`config.mk`:
```
export PLATFORM = sky130hd
export DESIGN_NAME = sha_job_regs
export DESIGN_NICKNAME = d
export VERILOG_FILES = /design/src/source/sha_pkg.sv /design/src/source/sha_job_regs.sv
export SDC_FILE = /design/constraint.sdc
export NUM_CORES = 1
export LEC_CHECK = 0
export BUFFER_PORTS_ARGS = -buffer_cell sky130_fd_sc_hd__buf_2
export CAP_MARGIN = 20
export CORE_AREA = 10 10 272 274
export CTS_BUF_LIST = sky130_fd_sc_hd__clkbuf_2 sky130_fd_sc_hd__clkbuf_4 sky130_fd_sc_hd__clkbuf_8
export CTS_CLUSTER_DIAMETER = 60
export DETAILED_ROUTE_END_ITERATION = 7
export DIE_AREA = 0 0 282 284
export GPL_TIMING_DRIVEN = 1
export PLACE_DENSITY = 0.39
export SETUP_SLACK_MARGIN = 0.2
export SKIP_CTS_REPAIR_TIMING = 1
export SYNTH_ARGS = -nofsm -noshare
export SYNTH_HDL_FRONTEND = slang
export SYNTH_SLANG_ARGS = --single-unit
```
`constraint.sdc`:
```
create_clock -name clk -period 0.8 [get_ports clk]
set_input_delay 0.12 -clock clk [delete_from_list [all_inputs] [get_ports clk]]
set_output_delay 0.12 -clock clk [all_outputs]
set_load 0.1 [all_outputs]
```
`src/source/sha_pkg.sv`:
```
package sha_pkg;

	// The eight SHA-256 working variables a to h.
	typedef struct packed {
		logic [31:0] a;
		logic [31:0] b;
		logic [31:0] c;
		logic [31:0] d;
		logic [31:0] e;
		logic [31:0] f;
		logic [31:0] g;
		logic [31:0] h;
	} hash_state_t;

	typedef struct packed {
		hash_state_t midstate; // State after the first 64-byte block of the header.
		logic [31:0] w1; // Header words 16 to 18, the start of the second block.
		logic [31:0] w2;
		logic [31:0] w3;
	} job_t;

	typedef struct packed {
		logic valid; // A candidate occupies this stage.
		logic newblock; // First candidate of a new job.
	} round_ctl_t;

	typedef logic [15:0][31:0] schedule_t; // Word 0 is the newest message word.

	localparam logic [31:0] msg_len_bits = 32'd640; // An 80-byte header is 640 bits long.
	localparam logic [31:0] pad_word = 32'h80000000; // The single one bit after the message.

	// Round constants, index 0 sits in the leftmost word.
	localparam logic [0:63][31:0] k_table = {
		32'h428a2f98, 32'h71374491, 32'hb5c0fbcf, 32'he9b5dba5,
		32'h3956c25b, 32'h59f111f1, 32'h923f82a4, 32'hab1c5ed5,
		32'hd807aa98, 32'h12835b01, 32'h243185be, 32'h550c7dc3,
		32'h72be5d74, 32'h80deb1fe, 32'h9bdc06a7, 32'hc19bf174,
		32'he49b69c1, 32'hefbe4786, 32'h0fc19dc6, 32'h240ca1cc,
		32'h2de92c6f, 32'h4a7484aa, 32'h5cb0a9dc, 32'h76f988da,
		32'h983e5152, 32'ha831c66d, 32'hb00327c8, 32'hbf597fc7,
		32'hc6e00bf3, 32'hd5a79147, 32'h06ca6351, 32'h14292967,
		32'h27b70a85, 32'h2e1b2138, 32'h4d2c6dfc, 32'h53380d13,
		32'h650a7354, 32'h766a0abb, 32'h81c2c92e, 32'h92722c85,
		32'ha2bfe8a1, 32'ha81a664b, 32'hc24b8b70, 32'hc76c51a3,
		32'hd192e819, 32'hd6990624, 32'hf40e3585, 32'h106aa070,
		32'h19a4c116, 32'h1e376c08, 32'h2748774c, 32'h34b0bcb5,
		32'h391c0cb3, 32'h4ed8aa4a, 32'h5b9cca4f, 32'h682e6ff3,
		32'h748f82ee, 32'h78a5636f, 32'h84c87814, 32'h8cc70208,
		32'h90befffa, 32'ha4506ceb, 32'hbef9a3f7, 32'hc67178f2
	};

	function automatic logic [31:0] k_const(input int idx);
		return k_table[idx[5:0]]; // Only 64 rounds exist.
	endfunction

	function automatic logic [31:0] rotr(input logic [31:0] x, input int n);
		return (x >> n) | (x << (32 - n)); // Rotate right by n bits.
	endfunction

	function automatic logic [31:0] big_sigma0(input logic [31:0] x);
		return rotr(x, 2) ^ rotr(x, 13) ^ rotr(x, 22);
	endfunction

	function automatic logic [31:0] big_sigma1(input logic [31:0] x);
		return rotr(x, 6) ^ rotr(x, 11) ^ rotr(x, 25);
	endfunction

	function automatic logic [31:0] small_sigma0(input logic [31:0] x);
		return rotr(x, 7) ^ rotr(x, 18) ^ (x >> 3); // Shift, not rotate, in the last term.
	endfunction

	function automatic logic [31:0] small_sigma1(input logic [31:0] x);
		return rotr(x, 17) ^ rotr(x, 19) ^ (x >> 10);
	endfunction

	function automatic logic [31:0] ch(input logic [31:0] x, input logic [31:0] y,
			input logic [31:0] z);
		return (x & y) ^ (~x & z); // The bits of x pick y or z.
	endfunction

	function automatic logic [31:0] maj(input logic [31:0] x, input logic [31:0] y,
			input logic [31:0] z);
		return (x & y) ^ (x & z) ^ (y & z); // Bitwise majority vote.
	endfunction

endpackage

```
`src/source/sha_job_regs.sv`:
```
module sha_job_regs (
	input logic clk,
	input logic reset_i,
	input logic load_i,
	input sha_pkg::job_t job_i,
	input logic run_i,
	output sha_pkg::job_t job_o,
	output sha_pkg::round_ctl_t ctl_o
);

	logic pending; // A job was loaded and no candidate of it has entered yet.
	logic first_of_job;

	assign first_of_job = pending | load_i; // A load in this cycle also counts.

	// The job words steer the front stages directly, so they change only on a load.
	always_ff @(posedge clk) begin
		if (load_i) begin
			job_o <= job_i; // Visible in the same cycle as the newblock strobe.
		end
	end

	always_ff @(posedge clk) begin
		if (reset_i) begin
			pending <= 1'b0;
			ctl_o <= '0;
		end else begin
			ctl_o.valid <= run_i; // One candidate per cycle while the job runs.
			ctl_o.newblock <= run_i & first_of_job; // Marks the first candidate of the job.
			pending <= first_of_job & ~run_i; // Kept across idle cycles until a run cycle.
		end
	end

	// Once a candidate of the job has entered, the pending flag is clear, so only
	// a new load can mark another job start.
	newblock_once: assert property (
		@(posedge clk) disable iff (reset_i)
		ctl_o.valid && !load_i |=> !ctl_o.newblock
	) else $error("newblock strobe repeated without a new load");

endmodule

```
==> impl_results.md <==
* DP HPWL at 37.2 mm
* Yosys Warn Count at 0
* Core ar. at 68,300 um2
* Crit path max fanout at 1
* Period utilisation layout at 178%
* Startpoint class of the critical path: register
* I/O pin cnt at 710
* Worst Skew at 0.00000505 ns
* FP Rows at 96
* DRC viols at 0
* Sequential share of the synthesized area at 99.7%
* Final Max Tran Viols at 0
* Worst reg2reg endpoint: pending
* GP Congestion at 0.770
* Wirelength per Cell at 19.5 um
* Tmin final at between 1 and 1.5 ns
* Critical Path RT at 0.68 ns
* Slowest cell delay on critical path at 0.49 ns
* Starting Density at roughly 16%
* H-Tree Depth at 3
* Post-synth cell types at 5
* Clock transition at path regs at 0.06 ns
* RSZ-0062 raised after global routing: true
* Clk Tree Root Cell: clkbuf_8
* CTS Buffer Depth at 3
* Drt first pass iters at 4
* Power per cell area at 2350 nW/um2
* Routed WL at 47.5 mm
* Count of final setup violators at 354
* Syn Nets at 715
* Outcome: complete, but fails checks
* Layout cells sized above 1 at 53.7%
* Worst R2R Path Depth at 2
* Worst skew pair latency at 0.60 ns
* GR Util All Layers at 10.7%
* Crit-path slowest cell: edfxtp_1
* Total clock sinks at ~360
* Hold depth at 1
* Final count of hold timing violations at 2
* Largest net degree at the start of global routing at 52
* DIE HEIGHT at 284 um
* Register-to-register setup slack at 0.20 ns
* Grt ovf at 0
* Cell area after synthesis at 10,700 um2
* Final hold slack at -0.0930 ns
* Violated checks: negative hold slack, negative setup slack
* Worst setup path end: job_o[137]
* Final nets at around 1,900
* Top delay family on crit path: flip-flops
* Port Buffers at 709
* Mean Syn Cell Area at a little under 30 um2
* Crit Path Class: register to output port
* Slew HR at 80.4%
* Final worst slack at -0.624 ns
* Worst path depth at 1
* WP data arrival at 1.30 ns
* F_max at 0.702 GHz
* Horiz. Die Dim at about 280 um
* Vias per inst at between 3 and 4
* WP buf/inv at 1
* First-pass GRT wire length at 60.0 mm
* Worst r2r src: pending
* Synth Instances at around 360
* Lkg Pwr at 10.5 nW
* Flops & latches, synth at roughly 360
* Worst slew pin tran at 0.293 ns
* DR iter-0 viols at between 200 and 300
* Number of global-route vias before repair at between 7,000 and 8,000
* Max_cap viols at 0
* P&R area growth vs syn at 141%
* DIE AREA at 80,100 um2
* Worst setup EP type: output port
* Num CTS Buffers at 67
* Crit-path cells: buf_12
* Antenna-violating nets left at 0
* Initial antenna violation count at 6
* Filler Cell Count at 6,286
* CTS tree: yes
* Tot Pwr at 60.2 mW
* Worst vdd ir at roughly 1.9 mV
* Hold Crit Class: primary input to register
* Vias at 8,163
* CP Launch Point: job_o[137]
final cells by class:
type	count	area, um2	share of cell area [%]
timing repair buffer	1078	12600	49.0
clock inverter	24	201	0.785
tap	882	1100	4.30
antenna	4	10.0	0.0390
multi-input combinational	4	43.8	0.171
clock buffer	89	1090	4.26
sequential	355	10600	41.4
layout by cell type (no fill, tap or decap):
cell,netlist,final
buf_2,0,354
buf_12,0,358
clkinv_1,0,10
bufinv_16,0,3
nor2_4,0,1
clkbuf_4,0,21
clkinvlp_4,0,3
buf_8,0,1
dlygate4sd3_1,0,354
nor2b_4,2,2
clkbuf_8,0,68
diode_2,0,4
nor3_1,1,1
buf_4,0,11
dfxtp_4,0,1
dfxtp_2,0,2
inv_6,0,3
edfxtp_1,352,352
clkinv_2,0,5
registers in the layout, indices dropped and copies added, names as in the netlist:
register and flops:
pending 1, ctl_o 2, job_o 352
synthesized netlist by cell type:
cell type  instances  share of area [%]
dfxtp_1            3               0.56
nor2b_4            2               0.26
edfxtp_1         352                 99
nor3_1             1              0.047
nor2_1             1              0.035
cells by family after synthesis:
kind of cell,after synthesis,synth area share (%)
flops,355,99.7
simple gates,4,0.340
stage by stage:
| stage | setup TNS (ns) | util [%] | instance area [um2] | instances | setup slack [ns] |
|---|---|---|---|---|---|
| after detailed placement | -91.98 | 30.5 | 20800 | 1965 | -0.320 |
| after global placement | -89.75 | 30.5 | 20800 | 1965 | -0.307 |
| after global routing | -221.10 | 37.6 | 25700 | 2435 | -0.746 |
| after floorplan | -78.85 | - | 10700 | 359 | -0.224 |
| final | -186.51 | 37.6 | 25700 | 2436 | -0.624 |
| after CTS | -227.31 | 32.3 | 22100 | 2078 | -0.773 |
how the worst min path moves through the flow:
stage          startpoint          to  slack [ns]
6_report           load_i  job_o[319]       -0.09
5_1_grt            load_i  job_o[319]       -0.18
4_1_cts        job_i[122]  job_o[122]       -0.43
3_5_place_dp   job_i[309]  job_o[309]        0.30
3_3_place_gp    job_i[72]   job_o[72]        0.30
2_1_floorplan     reset_i    ctl_o[1]        0.18
per-layer routing:
metal	routed length, um	part of all wire [%]	track usage [%]	up-vias
met4	1100	2.3	3.74	4
li1	-	-	-	3782
met5	21	0.044	0	-
met1	15100	32	8.95	3826
met3	5800	12	6.92	81
met2	25500	54	19.7	470
power breakdown:
group          internal [mW]  switching, mW
Clock                   9.85           7.58
Combinational           7.05           12.3
Sequential              22.2           1.20
Total                   39.1           21.1
Note: power is estimated with default switching activity, not from simulation.
